==> src/core_cfg.svh <==
`ifndef CORE_CFG_SVH
`define CORE_CFG_SVH

// datapath and address width
`define XLEN 32

// architectural integer registers, x0 included
`define NREGS 32

// data RAM depth in 32-bit words
// higher address bits wrap onto these entries
`define DMEM_WORDS 256

`endif
==> src/reg_file.sv <==
`timescale 1ns/1ps
`include "core_cfg.svh"

module reg_file (
    input  logic             clk,
    input  logic             reset,
    input  logic [4:0]       rs1,
    input  logic [4:0]       rs2,
    input  logic             we,
    input  logic [4:0]       rd,
    input  logic [`XLEN-1:0] wd,
    output logic [`XLEN-1:0] rs1_data,
    output logic [`XLEN-1:0] rs2_data
);

    logic [`XLEN-1:0] regs [`NREGS];

    // single write port, cleared on reset
    always_ff @(posedge clk) begin
        if (reset) begin
            for (int i = 0; i < `NREGS; i++) begin
                regs[i] <= '0;
            end
        end else if (we && rd != 5'd0) begin
            // x0 writes dropped
            regs[rd] <= wd;
        end
    end

    // two combinational read ports
    // x0 forced to zero
    assign rs1_data = (rs1 == 5'd0) ? '0 : regs[rs1];
    assign rs2_data = (rs2 == 5'd0) ? '0 : regs[rs2];

endmodule

==> config.mk <==
export PLATFORM = sky130hd
export DESIGN_NAME = reg_file
export DESIGN_NICKNAME = d
export VERILOG_FILES = /design/src/reg_file.sv
export VERILOG_INCLUDE_DIRS = /design/src
export SDC_FILE = /design/constraint.sdc
export NUM_CORES = 2
export LEC_CHECK = 0
export ABC_AREA = 0
export BUFFER_PORTS_ARGS = -buffer_cell sky130_fd_sc_hd__buf_2
export CELL_PAD_IN_SITES_DETAIL_PLACEMENT = 0
export CELL_PAD_IN_SITES_GLOBAL_PLACEMENT = 1
export CORE_AREA = 2 2 320 322
export CTS_BUF_LIST = sky130_fd_sc_hd__clkbuf_4 sky130_fd_sc_hd__clkbuf_8 sky130_fd_sc_hd__clkbuf_16
export CTS_CLUSTER_SIZE = 20
export DETAILED_ROUTE_END_ITERATION = 8
export DIE_AREA = 0 0 322 324
export GPL_ROUTABILITY_DRIVEN = 0
export GPL_TIMING_DRIVEN = 0
export PLACE_DENSITY = 0.86
export SLEW_MARGIN = 20
export SYNTH_ARGS = -nofsm -noshare
export SYNTH_HDL_FRONTEND = slang
export SYNTH_SLANG_ARGS = --single-unit
==> constraint.sdc <==
create_clock -name clk -period 2.4 [get_ports clk]
set_input_delay 0.12 -clock clk [delete_from_list [all_inputs] [get_ports clk]]
set_output_delay 0.12 -clock clk [all_outputs]
set_load 0.02 [all_outputs]
==> run summary <==
final total power = 0.0453 W
clk buf depth = 3
status = complete, but fails checks
Multi-input gate area = 0.0241 mm^2
cts bufs inserted = 106
Post-Route Utilization = 63.1%
Cells after DPL = 4952
syn_area_per_cell = 15.5 um^2
final HPWL from detailed placement = 140 mm
Fillers = 7203
fin worst setup slack = -0.469 ns
Period minus WS final = 2.87 ns
CP startpoint kind = flip-flop
largest registers = regs x1024
1st-iter DRT viols = 6731
Leak = 22.0 nW
total core area = 0.101 mm^2
CTS tree = yes
number of flops mapped to enable cells by yosys = 1024
yosys warns = 0
pwr dens = 710 mW/mm^2
initial antenna violation count = 8
Final #Nets = 3879
critical path type = reg2out
per-cell routed wire length = 39.8 um
CTS root buf = clkbuf_16
H-tree lvl count = 3
global-route usage over all layers = 40.0%
measured slew at the worst slew-check pin = 1.22 ns
main flop type after synthesis = edfxtp_1
final wirelength = 208 mm
fraction of registers with async set or reset after synthesis = 0%
Site Rows = 117
Max Cap Viol = 0
Hold Crit Class = in2reg
buffers added on ports = 107
non-filler cells in the finished layout = 5228
sequential share of the synthesized area = 56.7%
Reg power frac = 46.9%
Synth top area share = 56.7%
Int Power = 0.0333 W
Comb pwr share = 15.2%
vias in the first global route = 36.9k
clk sinks = 1024
vias = 37.4k
crit-path max FO = 2
vias per cell = 7.15
final setup TNS = -24.53 ns
synth top area cells = edfxtp_1, mux4_2, and2_1
Final setup viols = 199
DIE AREA = 0.104 mm^2
final hold violation count = 0
Layout area overhead = 17.6%
largest net degree at the start of global routing = 33
fraction of layout instances using a drive strength above 1 = 32.3%
Die Span X = 322 um
largest area contributor in the netlist = edfxtp_1
Synth Register Bits = 1024
post-route ant nets = 0
clock power share = 37.9%
die height = 324 um
Data arrival, critical path = 2.75 ns
Pre-Repair DR Iteration Count = 6
unrepaired setup endpoints after global routing = yes
Cell Area, Synth = 0.0543 mm^2
FF/Latch Area = 0.0307 mm^2
Cell Area, Placed = 0.0566 mm^2
CP required = 2.28 ns
Critical Path End Type = primary output
total gr overflow = 0
DRC = 0
failing checks = setup timing
Slew HR = 18.8%
final instance area = 0.0638 mm^2
Starting Density = 53.7%
highest achievable clock rate = 348 MHz
switch share = 26.4%
count of final max-slew check failures = 0
VDD IR max = 0.730 mV
clock slew seen by the registers of the worst setup and hold paths = 0.07 ns
Yosys cell types = 42
Mapped Cells = 3502
P_sw = 0.0119 W
largest reg by FF count = regs
max reg flops = 1024
IO Count = 114
Period Utilization, post-route = 120%
global-route wire length before repair = 283 mm
-- Yosys cell counts, drive strengths merged (2+ instances only) --
library cell  count
or2              33
a221oi            4
mux4            472
a221o             2
a22o             51
and3              3
edfxtp         1024
nor4              6
inv               2
nand3             5
nand2b            5
a22oi            16
a2111oi          55
or3b              4
nor3             54
or3               2
nand2             7
a21oi            12
mux2i           150
a211oi            7
nor2b            14
mux2             30
and2            995
o21ai             4
nand3b            5
nand4bb           2
nor4b             3
clkbuf          271
a32o              4
nor2             36
buf             116
o22ai           103
-- critical path, stage by stage, from the launching register on --
cell and delay, ns:
edfxtp_1 0.42, mux4_2 0.53, mux4_2 0.61, o22ai_4 0.23, nor3_2 0.08, buf_4 0.17
-- metal layers --
metal | GRT usage (%) | up-vias | part of all wire, %
li1 | - | 14300 | -
met1 | 50.1 | 18700 | 33
met2 | 57.8 | 3641 | 43
met3 | 16.1 | 812 | 16
met4 | 26.6 | 10 | 8.0
met5 | 0 | - | 0.027
-- path summary, 6_finish.rpt --
path | from | end | slack (ns) | cells after the start
max | regs[16][8]$_SDFFCE_PN0P_ | rs1_data[8] | -0.47 | 5
min | rd[2] | regs[7][31]$_SDFFCE_PN0P_ | 0.23 | 4
-- stage by stage --
step	hold slack, ns	worst slack (ns)
2_1_floorplan	0.318	0.169
3_3_place_gp	0.470	-1.63
3_5_place_dp	0.477	-1.36
4_1_cts	0.178	-0.399
5_1_grt	0.242	-0.464
6_report	0.229	-0.469
-- cell families (layout without fill, tap and decap cells) --
group	count (synthesis)	in the layout	share of synthesized area [%]
AOI/OAI and AO/OA	259	259	3.65
buffers and inverters	389	773	3.35
DFF	1024	1024	56.7
muxes	652	652	23.0
other	1	34	0.00691
and+or+nand+nor	1177	1177	13.3
-- power groups by stage --
stage / Clock (W) / Sequential [W] / Combinational, W
finish: 0.0172 / 0.0212 / 0.00687
global route: 0.0176 / 0.0213 / 0.00691
CTS: 0.0170 / 0.0212 / 0.00643
detailed placement: 0 / 0.0216 / 0.00556
global placement: 0 / 0.0215 / 0.00549
floorplan: 0 / 0.0213 / 0.00337
-- layout by cell type (no fill, tap or decap), types with 42 or more instances in the layout --
master        n
edfxtp_1   1024
and2_1      993
mux4_2      472
clkbuf_1    203
mux2i_1     145
buf_4       114
clkbuf_16   109
buf_2        91
o22ai_1      65
a2111oi_4    55
buf_6        52
clkbuf_2     42
-- final cells by class --
type                            count  share of cell area [%]
Inverter                            2                  0.0118
Buffer                            381                    3.38
Tap cell                         1309                    2.57
Timing Repair Buffer              194                    2.44
Sequential cell                  1024                    48.2
Multi-Input combinational cell   2120                    37.8
Antenna cell                        2                 0.00785
Clock inverter                     66                    1.02
Clock buffer                      130                    4.52
-- timing repair --
action                     in CTS  in global routing
hold endpoints to repair       32                  0
hold buffers                   32                  0
buffers inserted               30                 19
resized for setup             498                 91
setup endpoints to repair     241                172
pin swaps                     131                 19
(Power assumes the default switching activity.)
