File: src/core_cfg.svh
`ifndef CORE_CFG_SVH
`define CORE_CFG_SVH

// datapath and address width
`define XLEN 32

// architectural integer registers, x0 included
`define NREGS 32

// data RAM depth in 32-bit words
// higher address bits wrap onto these entries
`define DMEM_WORDS 256

`endif
File: src/core_pkg.sv
package core_pkg;

    // decoded operation, one code per supported instruction
    // anything the decoder does not recognise maps to OP_ILLEGAL
    typedef enum logic [2:0] {
        OP_ADD,
        OP_ADDI,
        OP_LUI,
        OP_LW,
        OP_LBU,
        OP_SW,
        OP_SB,
        OP_ILLEGAL
    } op_e;

    // control states of the core
    // idle waits for an instruction
    // exec does ALU writeback, store, or load read issue
    // load writes the loaded value back
    typedef enum logic [1:0] {
        ST_IDLE,
        ST_EXEC,
        ST_LOAD
    } state_e;

endpackage

File: src/inst_decode.sv
`timescale 1ns/1ps
`include "core_cfg.svh"

module inst_decode (
    input  logic [`XLEN-1:0] inst,
    output core_pkg::op_e    op,
    output logic [4:0]       rd,
    output logic [4:0]       rs1,
    output logic [4:0]       rs2,
    output logic [`XLEN-1:0] imm
);
    import core_pkg::*;

    // major opcodes of the kept RV32I subset
    localparam logic [6:0] OPC_OP     = 7'b0110011;
    localparam logic [6:0] OPC_OP_IMM = 7'b0010011;
    localparam logic [6:0] OPC_LUI    = 7'b0110111;
    localparam logic [6:0] OPC_LOAD   = 7'b0000011;
    localparam logic [6:0] OPC_STORE  = 7'b0100011;

    logic [6:0] opcode;
    logic [2:0] funct3;
    logic [6:0] funct7;

    // fixed field positions
    assign opcode = inst[6:0];
    assign funct3 = inst[14:12];
    assign funct7 = inst[31:25];
    assign rd     = inst[11:7];
    assign rs1    = inst[19:15];
    assign rs2    = inst[24:20];

    // opcode, funct3 and funct7 to op_e
    always_comb begin
        op = OP_ILLEGAL;
        case (opcode)
            OPC_OP: begin
                // only plain add, sub and friends stay illegal
                if (funct3 == 3'b000 && funct7 == 7'b0000000) begin
                    op = OP_ADD;
                end
            end
            OPC_OP_IMM: begin
                if (funct3 == 3'b000) begin
                    op = OP_ADDI;
                end
            end
            OPC_LUI: op = OP_LUI;
            OPC_LOAD: begin
                // word and unsigned byte only
                if (funct3 == 3'b010) begin
                    op = OP_LW;
                end else if (funct3 == 3'b100) begin
                    op = OP_LBU;
                end
            end
            OPC_STORE: begin
                if (funct3 == 3'b010) begin
                    op = OP_SW;
                end else if (funct3 == 3'b000) begin
                    op = OP_SB;
                end
            end
            default: op = OP_ILLEGAL;
        endcase
    end

    // immediate format follows the opcode
    always_comb begin
        case (opcode)
            // s-type, split field
            OPC_STORE: imm = {{(`XLEN-12){inst[31]}}, inst[31:25], inst[11:7]};
            // u-type, upper 20 bits
            OPC_LUI:   imm = {inst[31:12], 12'b0};
            // i-type for addi and loads
            default:   imm = {{(`XLEN-12){inst[31]}}, inst[31:20]};
        endcase
    end

endmodule

File: config.mk
export PLATFORM = sky130hd
export DESIGN_NAME = inst_decode
export DESIGN_NICKNAME = d
export VERILOG_FILES = /design/src/core_pkg.sv /design/src/inst_decode.sv
export VERILOG_INCLUDE_DIRS = /design/src
export SDC_FILE = /design/constraint.sdc
export NUM_CORES = 1
export LEC_CHECK = 0
export ABC_AREA = 1
export BUFFER_PORTS_ARGS = -buffer_cell sky130_fd_sc_hd__buf_2
export CAP_MARGIN = 40
export CORE_AREA = 2 2 50 52
export DETAILED_ROUTE_END_ITERATION = 7
export DIE_AREA = 0 0 52 54
export GPL_TIMING_DRIVEN = 0
export PLACE_DENSITY = 0.79
export SLEW_MARGIN = 10
export SYNTH_ARGS = -nofsm -noshare
export SYNTH_HDL_FRONTEND = slang
export SYNTH_SLANG_ARGS = --single-unit
File: constraint.sdc
create_clock -name vclk -period 1.6
set_input_delay 0.08 -clock vclk [all_inputs]
set_output_delay 0.08 -clock vclk [all_outputs]
set_load 0.1 [all_outputs]
==> run_results.csv <==
group,metric,value,unit
outcome,status,"finished clean",
sta,tightestPinTransition,494,ps
place,pre_cts_slack,193,ps
layout,nFillCells,289,
clock_tree,ctsResizeCount,0,
sta,relSlewSlack,67.3,%
sta,final_max_slew_viol_count,0,
layout,drive_above_1_share,65.3,%
detailed_routing,drc_errors,0,
grt,antenna_found_initial,0,
setup_path,endpoint_kind,"output port",
detailed_routing,final_antenna_net_count,0,
floorplan,io_pins,82,
floorplan,fp.dieH,54,um
logic_synthesis,syn_avg_cell_area,5.87,um^2
logic_synthesis,synth.area.top_cells,"buf_4, o21ai_2, nand2_1",
sta,rsz0062_at_grt,"no",
detailed_routing,drtIter0Drc,5,
layout,final_nets,247,
pwr,clockPowerShare,0,%
detailed_routing,num_vias,1005,
grt,grt_max_degree,11,
pwr,power_leakage,0.000730,uW
setup_path,arrival,1310,ps
logic_synthesis,synthCells,131,
logic_synthesis,netlist_area,769,um^2
logic_synthesis,synth_seq_area_share,0,%
sta,worst_slack,206,ps
clock_tree,hold_buffers,0,
layout,seq_cells,0,
logic_synthesis,synth_top_area_share,16.6,%
detailed_routing,drt-vias-per-instance,4.14,
pwr,ir_drop,0.000350,V
grt,grt_overflow,0,
sta,post-route-period-util,87.1,%
sta,setup_viol,0,
logic_synthesis,yosysWarnings,0,
setup_path,crit_fanout,10,
logic_synthesis,synth_top_area_cell,"buf_4",
logic_synthesis,yosysMostFrequentCell,"nand2_1",
logic_synthesis,synth_top_cells_by_count,"nand2_1, buf_4, inv_1, nor2_1, o21ai_2",
job,drv_cap,0,
detailed_routing,wl,2100,um
grt,grt_usage,14.5,%
pwr,power_frac_seq,0,%
logic_synthesis,synthDistinctLibCells,21,
pwr,p_switching,610,uW
sta,max_freq,717,MHz
clock_tree,cts_setup_buffers,0,
pwr,p_int,134,uW
layout,nClkBuffers,0,
setup_path,critPathKind,"input pin to output port",
detailed_routing,wl_per_cell,8.64,um
layout,seqCellArea,0,um^2
floorplan,coreArea,0.00232,mm^2
setup_path,startpoint_type,"input pin",
layout,multiInputGateArea,523,um^2
floorplan,fp.dieW,52,um
pwr,p_sw_share,82.0,%
layout,n_antenna_cell,0,
floorplan,die_area,0.00281,mm^2
place,globalplace.congestion,0.881,
sta,finalHoldViolCount,0,
setup_path,cp_data_required_time,1520,ps
grt,grt_pass1_wl,3260,um
sta,finalCriticalPeriod,1390,ps
pwr,combPwrFrac,100.0,%
place,hpwl,1920,um
grt,first_global_vias,777,
pwr,power_density,607,mW/mm^2
logic_synthesis,syn_nets,163,
detailed_routing,first_pass_iters,4,
floorplan,rows,18,
place,portBuffers,82,
hold_path,worstHoldPathType,"input pin to output port",
layout,area_delta_synth_final,59.2,%
sta,finalSetupTns,0,ps
floorplan,initial_core_util,33.2,%
## worst paths after layout
kind | start | to | slack [ps] | cells after the start
min | inst[18] | imm[18] | 640 | 4
max | inst[3] | op[1] | 210 | 10
## critical path, cell delays in order
cell	delay [ps]
buf_2	100
inv_1	60
nand2_1	60
nor2_2	110
buf_4	170
nand2_1	70
a21oi_2	120
nor2_2	70
nand2_1	50
buf_2	420
## power by group through the flow
stage | sequential [uW] | clock (uW) | combinational, uW
floorplan | 0 | 0 | 626
global placement | 0 | 0 | 743
detailed placement | 0 | 0 | 747
CTS | 0 | 0 | 747
global route | 0 | 0 | 774
finish | 0 | 0 | 743
## cell usage in the layout (no fill, tap or decap), types with 2 or more instances in the layout
master   count
a21oi_1      2
buf_2       82
buf_4       17
buf_6        4
inv_1       17
inv_2        3
nand2_1     28
nand2_2      4
nand2_4      2
nand3_1      9
nor2_1      11
nor2_2       7
nor2_4       2
o21ai_1      5
o21ai_2     13
## kinds of logic after synthesis
group                  after synthesis  synth area share, %
AO/OA/AOI/OAI                       21                 20.5
buffers and inverters               42                 33.0
AND/OR/NAND/NOR                     68                 46.5
## layout make-up
type	count	share of cell area, %
multi-input cells	89	42.7
repair buffers	82	33.5
plain buffers	21	14.1
inverters	21	6.64
well taps	30	3.06
## routing by layer
metal | track usage, % | vias up | share of wire [%]
li1 | - | 550 | -
met1 | 19.0 | 416 | 42
met2 | 28.1 | 39 | 50
met3 | 0.278 | 0 | 8.6
met4 | 0 | 0 | 0
met5 | 0 | - | 0
## metrics by stage
step	hold slack (ps)	total power (uW)	cell area, um^2	utilization, %	cells
floorplan	372	626	777	-	131
global placement	634	743	1220	52.8	243
detailed placement	637	747	1220	52.8	243
CTS	638	747	1220	52.8	243
global route	650	774	1220	52.8	243
finish	636	743	1220	52.8	243
Power figures use the tool's default switching activity.
