<file path="src/core_cfg.svh">
`ifndef CORE_CFG_SVH
`define CORE_CFG_SVH

// datapath and address width
`define XLEN 32

// architectural integer registers, x0 included
`define NREGS 32

// data RAM depth in 32-bit words
// higher address bits wrap onto these entries
`define DMEM_WORDS 256

`endif
</file>
<file path="src/core_pkg.sv">
package core_pkg;

    // decoded operation, one code per supported instruction
    // anything the decoder does not recognise maps to OP_ILLEGAL
    typedef enum logic [2:0] {
        OP_ADD,
        OP_ADDI,
        OP_LUI,
        OP_LW,
        OP_LBU,
        OP_SW,
        OP_SB,
        OP_ILLEGAL
    } op_e;

    // control states of the core
    // idle waits for an instruction
    // exec does ALU writeback, store, or load read issue
    // load writes the loaded value back
    typedef enum logic [1:0] {
        ST_IDLE,
        ST_EXEC,
        ST_LOAD
    } state_e;

endpackage

</file>
<file path="src/alu_execute.sv">
`timescale 1ns/1ps
`include "core_cfg.svh"

module alu_execute (
    input  core_pkg::op_e    op,
    input  logic [`XLEN-1:0] rs1_data,
    input  logic [`XLEN-1:0] rs2_data,
    input  logic [`XLEN-1:0] imm,
    output logic [`XLEN-1:0] alu_result
);
    import core_pkg::*;

    logic [`XLEN-1:0] operand_b;
    logic [`XLEN-1:0] sum;

    // second adder input
    // register for add, immediate for addi and address generation
    always_comb begin
        case (op)
            OP_ADD:  operand_b = rs2_data;
            default: operand_b = imm;
        endcase
    end

    // one shared adder serves arithmetic and addresses
    assign sum = rs1_data + operand_b;

    // result select
    always_comb begin
        case (op)
            OP_ADD,
            OP_ADDI: begin
                alu_result = sum;
            end
            OP_LW,
            OP_LBU,
            OP_SW,
            OP_SB: begin
                // effective address, offsets are sign-extended by decode
                alu_result = sum;
            end
            OP_LUI: begin
                // immediate already sits in the upper bits
                alu_result = imm;
            end
            default: begin
                // illegal, nothing is written back
                alu_result = '0;
            end
        endcase
    end

endmodule

</file>
<file path="config.mk">
export PLATFORM = sky130hd
export DESIGN_NAME = alu_execute
export DESIGN_NICKNAME = d
export VERILOG_FILES = /design/src/core_pkg.sv /design/src/alu_execute.sv
export VERILOG_INCLUDE_DIRS = /design/src
export SDC_FILE = /design/constraint.sdc
export NUM_CORES = 1
export LEC_CHECK = 0
export BUFFER_PORTS_ARGS = -buffer_cell sky130_fd_sc_hd__buf_2
export CAP_MARGIN = 20
export CELL_PAD_IN_SITES_DETAIL_PLACEMENT = 0
export CELL_PAD_IN_SITES_GLOBAL_PLACEMENT = 2
export CORE_AREA = 2 2 109 111
export DETAILED_ROUTE_END_ITERATION = 12
export DIE_AREA = 0 0 111 113
export PLACE_DENSITY_LB_ADDON = 0.1
export RECOVER_POWER = 25
export SYNTH_ARGS = -nofsm -noshare
export SYNTH_HDL_FRONTEND = slang
export SYNTH_SLANG_ARGS = --single-unit
</file>
<file path="constraint.sdc">
create_clock -name vclk -period 4.2
set_clock_uncertainty 0.2 [all_clocks]
set_input_delay 0.42 -clock vclk [all_inputs]
set_output_delay 0.42 -clock vclk [all_outputs]
set_load 0.01 [all_outputs]
</file>
==> impl_metrics.env <==
export IMPL_status="finished, final reports clean"
export IMPL_worstPathArrival_ns=3.48
export IMPL_syn_area_um2=2452
export IMPL_die_y_um=113
export IMPL_io_pins=131
export IMPL_grtUsageTotal_pct=15.03
export IMPL_rsz0062_at_grt="yes"
export IMPL_ys_seq_area_share_pct=0
export IMPL_first_pass_iters=4
export IMPL_yosys_area_top_type="ha_1"
export IMPL_hold_buffers=0
export IMPL_path_delay_family="compound AO/OA/AOI/OAI gates"
export IMPL_drt_total_wl_mm=10.05
export IMPL_vias=3231
export IMPL_portBuffers=131
export IMPL_vias_per_cell=4.758
export IMPL_area_growth_pct=67.86
export IMPL_worstPathRequired_ns=3.58
export IMPL_grt_pass1_vias=3253
export IMPL_hold_class="primary input to output pin"
export IMPL_drv_slew=0
export IMPL_yosysWarnings=0
export IMPL_drtAntennaViolNets=0
export IMPL_critical_path_cell_chain="buf_6 -> nor3_4 -> buf_6 -> buf_4 -> buf_12 -> mux2_2 -> ha_4 -> o21ai_0 -> a21oi_2 -> o211ai_1 -> a2111oi_4 -> o211ai_1 -> a21o_1 -> a32o_1 -> buf_2"
export IMPL_finalCritPeriodShare_pct=97.66
export IMPL_crit_path_top_delay_cell="a2111oi_4"
export IMPL_grt_ovfl_total=0
export IMPL_nets=674
export IMPL_start_util_pct=21.76
export IMPL_seq_cells=0
export IMPL_synthCells=346
export IMPL_path_class="primary input to output pin"
export IMPL_nFillCells=1242
export IMPL_slew_headroom_pct=53.25
export IMPL_worstSetupStartpointType="primary input"
export IMPL_drv_cap=0
export IMPL_post_place_cells=669
export IMPL_max_freq_mhz=243.8
export IMPL_grt_pass1_wl_mm=15.81
export IMPL_dp_hpwl_mm=8.277
export IMPL_grt_start_max_net_pins=33
export IMPL_die_width_um=111
export IMPL_drt_iter0_drc=84
export IMPL_synth_distinct_cells=49
export IMPL_pre_cts_slack_ns=-0.2057
export IMPL_avgSynthCellArea_um2=7.088
export IMPL_worst_pin_slew_ns=0.7013
export IMPL_routedWlPerCell_um=14.80
export IMPL_crit_fanout=5
export IMPL_worst_path_buf_inv=5
export IMPL_clock_buffers=0
export IMPL_antenna_cells=0
export IMPL_rows=39
export IMPL_final_cells=679
export IMPL_synth_common_cells="47 x nand2_1, 36 x ha_1, 31 x mux2_2, 26 x a21oi_1, 22 x o21ai_0"
export IMPL_core_area_um2=11270
export IMPL_synth_top_area_share_pct=18.37
export IMPL_crit_path_end_kind="output pin"
export IMPL_worst_path_largest_cell_delay_ns=0.47
export IMPL_period_minus_slack_ns=4.102
export IMPL_power_leakage_nw=1.959
export IMPL_seqCellArea_um2=0
export IMPL_die_area_um2=12540
export IMPL_antenna_found_initial=0
export IMPL_hold_viol=0
export IMPL_vdd_ir_drop_max_mv=0.06549
export IMPL_drcViolationCount=0
export IMPL_place_gp_congestion=0.8135
export IMPL_setup_ws_ns=0.09830
export IMPL_drive_gt1_share_pct=51.68
export IMPL_setup_viol=0
export IMPL_power_density_nw_per_um2=171.6
export IMPL_synth_fp_nets=482
export IMPL_synth_most_common_cell="nand2_1"
export IMPL_yosys_top_cells_area="ha_1 18%, mux2_2 14%, nand2_1 7.2%"
[cell families (layout without fill, tap and decap cells)]
logic type | count (synthesis) | count (layout) | synth area share (%)
compound gates | 122 | 122 | 34.23
simple gates | 106 | 106 | 20.20
fa+ha+maj | 37 | 37 | 19.18
mux | 32 | 32 | 14.64
buf+inv | 29 | 219 | 4.592
xor+xnor | 20 | 20 | 7.143
[timing repair]
| action | in CTS | in global routing |
|---|---|---|
| gates resized for setup | 19 | 36 |
| setup endpoints to repair | 16 | 17 |
| setup buffers | 8 | 2 |
| pin swaps | 9 | 18 |
[power by group]
group | total [W] | internal [W] | switching, W
combinational | 0.000707 | 0.000355 | 0.000352
sequential | 0 | 0 | 0
clock | 0 | 0 | 0
[through the flow]
stage                     hold slack, ns  total power (W)  utilization, %  setup TNS [ns]  cell area (µm²)
after detailed placement          0.9413        0.0006510           33.12         -0.9459             3734
final                             0.9376        0.0007066           36.52               0             4116
after global placement            0.9390        0.0006515           33.12         -0.5541             3734
after floorplan                   0.7538        0.0003651               -               0             2455
after CTS                         0.9418        0.0006825           34.62       -0.002389             3902
after global routing              0.9553        0.0007807           36.52         -0.3047             4116
[cells in the final DEF (no fill, tap or decap), types with 3 or more instances in the layout]
| cell | instances |
|---|---|
| mux2_2 | 29 |
| a32o_1 | 3 |
| nor3b_1 | 3 |
| a21o_1 | 14 |
| o211ai_1 | 6 |
| a21oi_1 | 18 |
| ha_1 | 25 |
| xnor2_1 | 8 |
| inv_1 | 12 |
| nand3_1 | 7 |
| nand2_1 | 45 |
| o21a_1 | 5 |
| and3_1 | 3 |
| buf_4 | 70 |
| a221o_1 | 4 |
| nand4_1 | 4 |
| a22o_1 | 4 |
| o21ai_0 | 20 |
| o21ai_1 | 11 |
| o2111a_1 | 4 |
| a21oi_2 | 7 |
| nor3_2 | 3 |
| xor2_1 | 12 |
| nor2_1 | 20 |
| buf_6 | 4 |
| ha_4 | 10 |
| buf_2 | 127 |
[per-layer routing]
metal	vias up	GRT usage (%)	share of wire, %
li1	1686	-	-
met1	1468	18.55	45
met2	75	30.31	52
met3	2	0.6963	3.5
met4	0	0.3333	0.21
met5	-	0	0
[worst paths after layout]
| check | startpoint | to | slack (ns) | depth (start not counted) |
|---|---|---|---|---|
| max | op[0] | alu_result[22] | 0.1 | 15 |
| min | imm[8] | alu_result[8] | 0.94 | 4 |
[layout make-up]
| cell class | instances | area, µm² | area share (%) |
|---|---|---|---|
| Multi-Input combinational cell | 317 | 2620 | 63.65 |
| Timing Repair Buffer | 206 | 1269 | 30.82 |
| Tap cell | 143 | 178.9 | 4.347 |
| Inverter | 13 | 48.80 | 1.185 |
Power figures use the tool's default switching activity.
