**src/core_cfg.svh**
```systemverilog
`ifndef CORE_CFG_SVH
`define CORE_CFG_SVH

// datapath and address width
`define XLEN 32

// architectural integer registers, x0 included
`define NREGS 32

// data RAM depth in 32-bit words
// higher address bits wrap onto these entries
`define DMEM_WORDS 256

`endif
```
**src/core_pkg.sv**
```systemverilog
package core_pkg;

    // decoded operation, one code per supported instruction
    // anything the decoder does not recognise maps to OP_ILLEGAL
    typedef enum logic [2:0] {
        OP_ADD,
        OP_ADDI,
        OP_LUI,
        OP_LW,
        OP_LBU,
        OP_SW,
        OP_SB,
        OP_ILLEGAL
    } op_e;

    // control states of the core
    // idle waits for an instruction
    // exec does ALU writeback, store, or load read issue
    // load writes the loaded value back
    typedef enum logic [1:0] {
        ST_IDLE,
        ST_EXEC,
        ST_LOAD
    } state_e;

endpackage

```
**src/lsu_result.sv**
```systemverilog
`timescale 1ns/1ps
`include "core_cfg.svh"

module lsu_result (
    input  core_pkg::op_e    op,
    input  logic [`XLEN-1:0] alu_result,
    input  logic [`XLEN-1:0] store_data,
    input  logic [`XLEN-1:0] mem_rdata,
    input  logic [1:0]       load_offset,
    output logic [`XLEN-1:0] mem_addr,
    output logic [`XLEN-1:0] mem_wdata,
    output logic [3:0]       mem_wstrb,
    output logic             mem_re,
    output logic [`XLEN-1:0] wb_data
);
    import core_pkg::*;

    logic [1:0]       store_offset;
    logic [`XLEN-1:0] byte_wdata;
    logic [3:0]       byte_wstrb;
    logic [7:0]       load_byte;

    // address straight from the adder
    // the RAM ignores bits 1:0 on its word index
    assign mem_addr     = alu_result;
    assign store_offset = alu_result[1:0];

    // byte store lane shift
    // data moves up by 8 x offset, one strobe per lane
    always_comb begin
        case (store_offset)
            2'b00: begin
                byte_wdata = store_data;
                byte_wstrb = 4'b0001;
            end
            2'b01: begin
                byte_wdata = {store_data[23:0], 8'b0};
                byte_wstrb = 4'b0010;
            end
            2'b10: begin
                byte_wdata = {store_data[15:0], 16'b0};
                byte_wstrb = 4'b0100;
            end
            2'b11: begin
                byte_wdata = {store_data[7:0], 24'b0};
                byte_wstrb = 4'b1000;
            end
            default: begin
                byte_wdata = store_data;
                byte_wstrb = 4'b0000;
            end
        endcase
    end

    // store path
    always_comb begin
        case (op)
            OP_SW: begin
                // whole word, no shift
                mem_wdata = store_data;
                mem_wstrb = 4'b1111;
            end
            OP_SB: begin
                mem_wdata = byte_wdata;
                mem_wstrb = byte_wstrb;
            end
            default: begin
                mem_wdata = store_data;
                mem_wstrb = 4'b0000;
            end
        endcase
    end

    // read request for both load types
    assign mem_re = (op == OP_LW) || (op == OP_LBU);

    // byte pick uses the offset held since the read was issued
    always_comb begin
        case (load_offset)
            2'b00:   load_byte = mem_rdata[7:0];
            2'b01:   load_byte = mem_rdata[15:8];
            2'b10:   load_byte = mem_rdata[23:16];
            default: load_byte = mem_rdata[31:24];
        endcase
    end

    // writeback select
    always_comb begin
        case (op)
            OP_LW:   wb_data = mem_rdata;
            // zero extension only, signed loads not kept
            OP_LBU:  wb_data = {{(`XLEN-8){1'b0}}, load_byte};
            default: wb_data = alu_result;
        endcase
    end

endmodule

```
**config.mk**
```make
export PLATFORM = sky130hd
export DESIGN_NAME = lsu_result
export DESIGN_NICKNAME = d
export VERILOG_FILES = /design/src/core_pkg.sv /design/src/lsu_result.sv
export VERILOG_INCLUDE_DIRS = /design/src
export SDC_FILE = /design/constraint.sdc
export NUM_CORES = 1
export LEC_CHECK = 0
export CORE_AREA = 2 2 79 81
export DETAILED_ROUTE_END_ITERATION = 7
export DIE_AREA = 0 0 81 83
export DONT_BUFFER_PORTS = 1
export PLACE_DENSITY_LB_ADDON = 0.05
export SYNTH_ARGS = -nofsm -noshare
export SYNTH_HDL_FRONTEND = slang
export SYNTH_SLANG_ARGS = --single-unit
```
**constraint.sdc**
```tcl
create_clock -name vclk -period 3.2
set_input_delay 0.96 -clock vclk [all_inputs]
set_output_delay 0.96 -clock vclk [all_outputs]
set_load 0.03 [all_outputs]
```
==> results of run 1 <==
-- per-layer routing --
layer  GRT usage, %  wire length [um]
met1           24.6              2710
met2           29.2              3150
met3           1.52               584
met4          0.616                31
met5              0                 0
-- power breakdown --
group | internal [W] | switching (W)
clock network | 0 | 0
logic | 0.000111 | 0.000228
registers | 0 | 0
-- stage by stage --
step / setup slack, ns / std cells / hold slack [ns] / utilization, %
floorplan: 0.0721 / 233 / 2.05 / -
global placement: 0.145 / 267 / 1.92 / 27.1
detailed placement: 0.122 / 267 / 1.92 / 27.1
CTS: 0.120 / 267 / 1.92 / 27.1
global route: 0.00715 / 267 / 1.92 / 27.1
finish: 0.123 / 267 / 1.92 / 27.1
-- synthesized netlist by cell type (2+ instances only) --
cell type / number / area, um2
a21oi_1: 8 / 40.0
mux2_2: 16 / 180
and2_1: 9 / 56.3
nor3_1: 8 / 40.0
buf_6: 4 / 45.0
nand2_1: 2 / 7.51
o31ai_1: 8 / 60.1
o22ai_1: 8 / 50.1
buf_1: 3 / 11.3
o21ai_0: 9 / 45.0
a221o_1: 16 / 160
buf_2: 6 / 30.0
nor2b_1: 10 / 62.6
o21a_1: 2 / 15.0
nand2b_1: 3 / 18.8
clkbuf_1: 13 / 48.8
inv_1: 9 / 33.8
a22o_1: 40 / 350
buf_4: 32 / 240
nor2_1: 10 / 37.5
a211oi_1: 8 / 60.1
-- cells by family after synthesis --
| logic type | share of synthesized area, % |
|---|---|
| compound gates | 46.6 |
| buf+inv | 24.4 |
| simple gates | 18.2 |
| mux | 10.8 |
-- cell type report --
cell class / count / area share (%)
multi-input cells: 166 / 83.0
repair buffers: 17 / 8.90
well taps: 75 / 5.96
inverters: 9 / 2.15
-- how the worst min path moves through the flow --
stage | endpoint | slack (ns) | cells after the start | from
2_1_floorplan | mem_addr[0] | 2.05 | 1 | alu_result[0]
3_3_place_gp | mem_addr[12] | 1.92 | 0 | alu_result[12]
3_5_place_dp | mem_addr[12] | 1.92 | 0 | alu_result[12]
4_1_cts | mem_addr[12] | 1.92 | 0 | alu_result[12]
5_1_grt | mem_addr[15] | 1.92 | 0 | alu_result[15]
6_report | mem_addr[15] | 1.92 | 0 | alu_result[15]
==> run metrics, run 1 <==
final instance area=1570 um2; Max Cap Viol=0; worst-margin pin slew=0.677 ns; Critical Path End Type=output port; outcome=completed; Max stage delay on crit path=0.52 ns; number of DRC markers in iteration 0=93; crit-path leading delay family=simple AND/OR/NAND/NOR gates; pwr dens=215 nW/um2; CP startpoint=op[0]; Power Total=0.000338 W; fill cell count=672; Pins Over Slew Limit=0; count of final hold-check violations=0; syn nets=around 330; unrepaired setup endpoints after global routing=no; routed vias=1712; number of global-route vias before repair=1580; CP endpoint=mem_wdata[17]; share of layout cells above drive strength 1=22.9%; Core ar.=about 5800 um2; Chip Height=83 um; HPWL Detailed=5180 um; GRT Total Usage=17.2%; seq_cells=0; hold_buf cts=0; post-cts repair resize count=0; per-cell routed wire length=24.2 um; count of clock buffers in the final design=0; Setup crit start kind=input port; worst-path cell with the longest stage delay=a221o_1; Cell variety after synth=30; DRT Wirelength=6470 um; Ys Warns=0; register cell area after layout=0 um2; setup bufs post-CTS=0; Crit path depth=3; Max transition margin=between 50% and 60%; static leakage=between 0.6 and 0.7 nW; post-route antenna net violation count=0; Setup violations, final=0; crit-path cells=nand3b_1 -> or2_1 -> a221o_1; post-synthesis sequential area ratio=0%; setup tns final=0 ns; area occupied by multi-input gates=1310 um2; Syn Inst Count=233; worst path bufs/invs=0; n_diodes=0; gpl congestion=0.727; worst path arrival time=2.12 ns; DRC violations left=0; Die X=81 um; Peak VDD IR=between 0.09 and 0.1 mV; initial core utilization=28.8%; Top Ports=202; total congestion overflow=0; Fmax=0.325 GHz; die footprint=about 6700 um2; Area after DPL=1570 um2; WS Path Type=input port to output port; Synth Area per Inst=7.19 um2; port buffer count=0; final period utilization=96.1%; DRT Pass-1 Iters=4; largest net degree at the start of global routing=26; commonest cells after routing, fill and taps aside=a22o_1 (40), a221o_1 (16), mux2_2 (16), buf_4 (16); Final min period=between 3 and 4 ns; commonest non-fill, non-tap cell in the layout=a22o_1; Mapped Area=around 1700 um2; Hold Crit Class=input port to output port; number of vias per cell=6.41; fin nets=295; initial antenna violation count=0; critical path peak fanout=24; Worst Path Required=between 2 and 2.5 ns; row count=28; Layout area overhead=-6.05%; first-pass GRT wire length=9270 um
Note: power is estimated with default switching activity, not from simulation.
==> run 2: changes to the inputs <==
Settings changed: PLACE_DENSITY_LB_ADDON 0.05 to 0.3.
==> run metrics, run 2 (same netlist as run 1, synthesis figures left out) <==
fin nets=296 (+0.34%); register cell area after layout=0 um2 (unchanged); outcome=completed; DRC violations left=0 (unchanged); die footprint=6720 um2 (unchanged); total congestion overflow=0 (unchanged); area occupied by multi-input gates=1310 um2 (unchanged); per-cell routed wire length=24.1 um (-0.47%); unrepaired setup endpoints after global routing=no; Clk network pwr share=0% (unchanged); final core utilization=27.0% (-0.086 points); Pins Over Slew Limit=0 (unchanged); setup tns final=0 ns (unchanged); largest net degree at the start of global routing=26 (unchanged); Gate power share=100.0% (about the same); Max Cap Viol=0 (unchanged); Post-Place Worst Slack=0.108 ns (-0.0135 ns); net switching power=0.000226 W (-0.92%); post-route antenna net violation count=0 (unchanged); seq_cells=0 (unchanged); final worst slack=0.154 ns (+0.0310 ns); initial antenna violation count=0 (unchanged); Chip Height=83 um (unchanged); number of vias per cell=6.36 (-0.78%); worst-margin pin slew=0.691 ns (+0.0141 ns); Pint=0.000110 W (-0.53%); routed vias=1705 (-0.41%); number of DRC markers in iteration 0=59 (-37%); commonest cells after routing, fill and taps aside=a22o_1 (40), buf_4 (18), a221o_1 (16), mux2_2 (16); worst path arrival time=2.09 ns (-0.03 ns); Core ar.=5820 um2 (unchanged); Flop pwr share=0% (unchanged); number of global-route vias before repair=1624 (+2.8%); Critical Path End Type=output port; Setup violations, final=0 (unchanged); static leakage=0.622 nW (+0.44%); gpl congestion=0.697 (-4.2%); first-pass GRT wire length=9050 um (-2.4%); share of layout cells above drive strength 1=23.8% (+0.92 points); count of final hold-check violations=0 (unchanged); Switching Share=67.2% (-0.085 points); DRT Wirelength=6460 um (about the same); critical path peak fanout=25 (+4.2%); Final min period=3.05 ns (-0.0310 ns); Top Ports=202 (unchanged); Peak VDD IR=0.102 mV (+2.6%); Die X=81 um (unchanged); commonest non-fill, non-tap cell in the layout=a22o_1; Fin Hold WS=1.92 ns (unchanged); count of clock buffers in the final design=0 (unchanged); Max transition margin=53.8% (-0.94 points); final period utilization=95.2% (-0.97 points); fill cell count=668 (-0.60%); DRT Pass-1 Iters=4 (unchanged); initial core utilization=28.8% (unchanged); Power Total=0.000336 W (-0.79%); n_diodes=0 (unchanged); GRT Total Usage=16.8% (-0.37 points); WS Path Type=input port to output port; Hold Crit Class=input port to output port; Worst Path Required=2.24 ns (about the same); port buffer count=0 (unchanged); pwr dens=214 nW/um2 (-0.47%); Layout area overhead=-6.35%; Fmax=0.328 GHz (+1.0%); row count=28 (unchanged); Setup crit start kind=input port; hold_buf cts=0 (unchanged); HPWL Detailed=5290 um (+2.1%)
run 2: changes by cell type in the layout (fill, tap and decap cells not counted), sizes merged:
cell	previous run	this run
buf	17	18
run 2: power groups by stage:
stage,sequential [W],combinational [W],clock (W)
3_5_place_dp,0,0.000337,0
6_report,0,0.000336,0
3_3_place_gp,0,0.000336,0
5_1_grt,0,0.000355,0
2_1_floorplan,0,0.000386,0
4_1_cts,0,0.000339,0
run 2: path summary, 6_finish.rpt:
kind           start           end  slack, ns  cells after the start
min   alu_result[15]  mem_addr[15]       1.92                      0
max            op[1]   wb_data[19]       0.15                      3
run 2: final cells by class:
type,count,area share (%)
multi-input combinational,166,83.3
timing repair buffer,18,8.61
tap,75,5.98
inverter,9,2.15
run 2: layer usage:
layer | share of wire [%] | track usage [%] | up-vias
li1 | - | - | 783
met1 | 35 | 17.6 | 794
met2 | 54 | 34.1 | 122
met3 | 9.7 | 4.13 | 6
met4 | 0.51 | 0.616 | 0
met5 | 0 | 0 | -
run 2: critical path, stage by stage:
cell and delay (ns):
and3b_1 0.20, nor2b_4 0.48, a22o_1 0.43
run 2: per-stage QoR:
| stage | cells | area [um2] |
|---|---|---|
| 6_report | 268 | 1570 |
| 2_1_floorplan | 233 | 1720 |
| 3_3_place_gp | 268 | 1570 |
| 5_1_grt | 268 | 1570 |
| 3_5_place_dp | 268 | 1570 |
| 4_1_cts | 268 | 1570 |
run 2: repair_timing:
item / CTS / global route
setup buffers: 0 / 0
hold endpoints to repair: 0 / 0
setup endpoints to repair: 0 / 10
gates resized for setup: 0 / 1
==> run 3: changes to the inputs <==
Settings changed: ABC_AREA set to 1, CORE_AREA 2 2 79 81 to 2 2 78 80, DIE_AREA 0 0 81 83 to 0 0 80 82.
==> run metrics, run 3 <==
n_diodes=0 (unchanged); Ys Warns=0 (unchanged); outcome=completed; count of clock buffers in the final design=0 (unchanged); Max Cap Viol=0 (unchanged); Critical Path End Type=output port; fill cell count=685 (+2.5%); register cell area after layout=0 um2 (unchanged); Worst Path Required=2.24 ns (about the same); Peak VDD IR=0.0998 mV (-2.5%); gpl congestion=0.794 (+14%); largest area contributor in the synthesized netlist=nand3_1; port buffer count=0 (unchanged); post-cts repair resize count=0 (unchanged); number of DRC markers in iteration 0=73 (+24%); commonest non-fill, non-tap cell in the layout=nand3_1; pwr dens=190 nW/um2 (-11%); first-pass GRT wire length=9480 um (+4.7%); critical path peak fanout=24 (-4.0%); post-synthesis sequential area ratio=0% (unchanged); DRC violations left=0 (unchanged); DRT Pass-1 Iters=4 (unchanged); initial antenna violation count=0 (unchanged); Cell variety after synth=20 (-33%); commonest cells after routing, fill and taps aside=nand3_1 (88), nand2_1 (85), inv_1 (46), buf_4 (41), nor2_1 (34); row count=28 (unchanged); largest net degree at the start of global routing=58 (+120%); syn nets=473 (+42%); routed vias=2276 (+33%); number of vias per cell=5.24 (-18%); unrepaired setup endpoints after global routing=no; hold_buf cts=0 (unchanged); crit-path leading delay family=simple AND/OR/NAND/NOR gates; number of global-route vias before repair=1934 (+19%); # placed instances=434 (+62%); worst path bufs/invs=3 (+3); Post-synth top cells=nand3_1 (88), nand2_1 (85), inv_1 (46); worst-path cell with the longest stage delay=nand2_2; Setup crit start kind=input port; Power Total=0.000351 W (+4.7%); Yosys top cell area share=24.4% (+3.5 points); per-cell routed wire length=15.1 um (-38%); main area contributors after synthesis=nand3_1 (24%), nand2_1 (18%), buf_4 (17%); Die X=80 um (-1.2%); Top Ports=202 (unchanged); static leakage=1.04 nW (+67%); Mapped Area=1800 um2 (+7.6%); DRT Wirelength=6530 um (+1.1%); HPWL Detailed=5410 um (+2.4%); fin cells=434 (+62%); count of final hold-check violations=0 (unchanged); worst-margin pin slew=0.555 ns (-0.137 ns); Setup violations, final=0 (unchanged); share of layout cells above drive strength 1=14.8% (-9.1 points); fin nets=462 (+56%); GRT Total Usage=17.6% (+0.80 points); Max stage delay on crit path=0.24 ns (-0.24 ns); crit-path cells=inv_1 -> nand3_4 -> inv_1 -> nand2_2 -> nor2_1 -> nor2_1 -> buf_4; Syn Inst Count=372 (+60%); Final min period=2.90 ns (-0.150 ns); most frequent cell after synthesis=nand3_1; Fmax=0.345 GHz (+5.2%); Core ar.=5750 um2 (-1.2%); final period utilization=90.5% (-4.7 points); Hold Crit Class=input port to output port; setup tns final=0 ns (unchanged); worst path arrival time=1.94 ns (-0.15 ns); Layout area overhead=2.43%; die footprint=6560 um2 (-2.4%); WS Path Type=input port to output port; setup bufs post-CTS=0 (unchanged); Pins Over Slew Limit=0 (unchanged); Max transition margin=62.9% (+9.1 points); post-route antenna net violation count=0 (unchanged); Chip Height=82 um (-1.2%); seq_cells=0 (unchanged); total congestion overflow=0 (unchanged); initial core utilization=31.4% (+2.6 points); Synth Area per Inst=4.85 um2 (-33%)
[run 3: changes by cell type in the layout (fill, tap and decap cells not counted), sizes merged, moves of 9 or more]
cell | previous run | this run
a221o | 16 | 0
a22o | 40 | 0
and2 | 9 | 0
buf | 18 | 42
inv | 9 | 48
mux2 | 16 | 0
nand2 | 2 | 87
nand3 | 0 | 90
nor2 | 11 | 39
nor2b | 11 | 0
o21ai | 9 | 35
[run 3: metrics by stage]
stage               area, um2  hold slack, ns  worst slack (ns)  util (%)
floorplan                1800            2.05            0.0866         -
global placement         1850            1.92             0.334      32.1
detailed placement       1850            1.92             0.292      32.1
CTS                      1850            1.92             0.294      32.1
global route             1850            1.92             0.201      32.1
finish                   1850            1.92             0.304      32.1
[run 3: where the power goes]
part / internal [W] / switching, W / total, W
logic: 0.000105 / 0.000246 / 0.000351
registers: 0 / 0 / 0
clock network: 0 / 0 / 0
[run 3: cells by family after synthesis]
kind of cell    synth area share (%)
simple gates                    56.5
buf+inv                         31.2
compound gates                  12.4
[run 3: path summary, 6_finish.rpt]
path,startpoint,endpoint,cells past startpoint
hold / removal,alu_result[29],mem_addr[29],0
setup / recovery,op[0],mem_wdata[30],7
[run 3: layout make-up]
| class | instances | area, um2 | area share, % |
|---|---|---|---|
| repair buffers | 42 | 328 | 17.8 |
| well taps | 75 | 93.8 | 5.08 |
| inverters | 49 | 184 | 9.96 |
| multi-input cells | 268 | 1240 | 67.2 |
[run 3: routing by layer]
| metal | vias to the layer above | GRT usage [%] | share of wire [%] |
|---|---|---|---|
| met4 | 0 | 1.19 | 0.99 |
| met5 | - | 0 | 0 |
| met2 | 134 | 34.8 | 51 |
| met3 | 8 | 3.41 | 9.3 |
| li1 | 1140 | - | - |
| met1 | 994 | 20.3 | 38 |
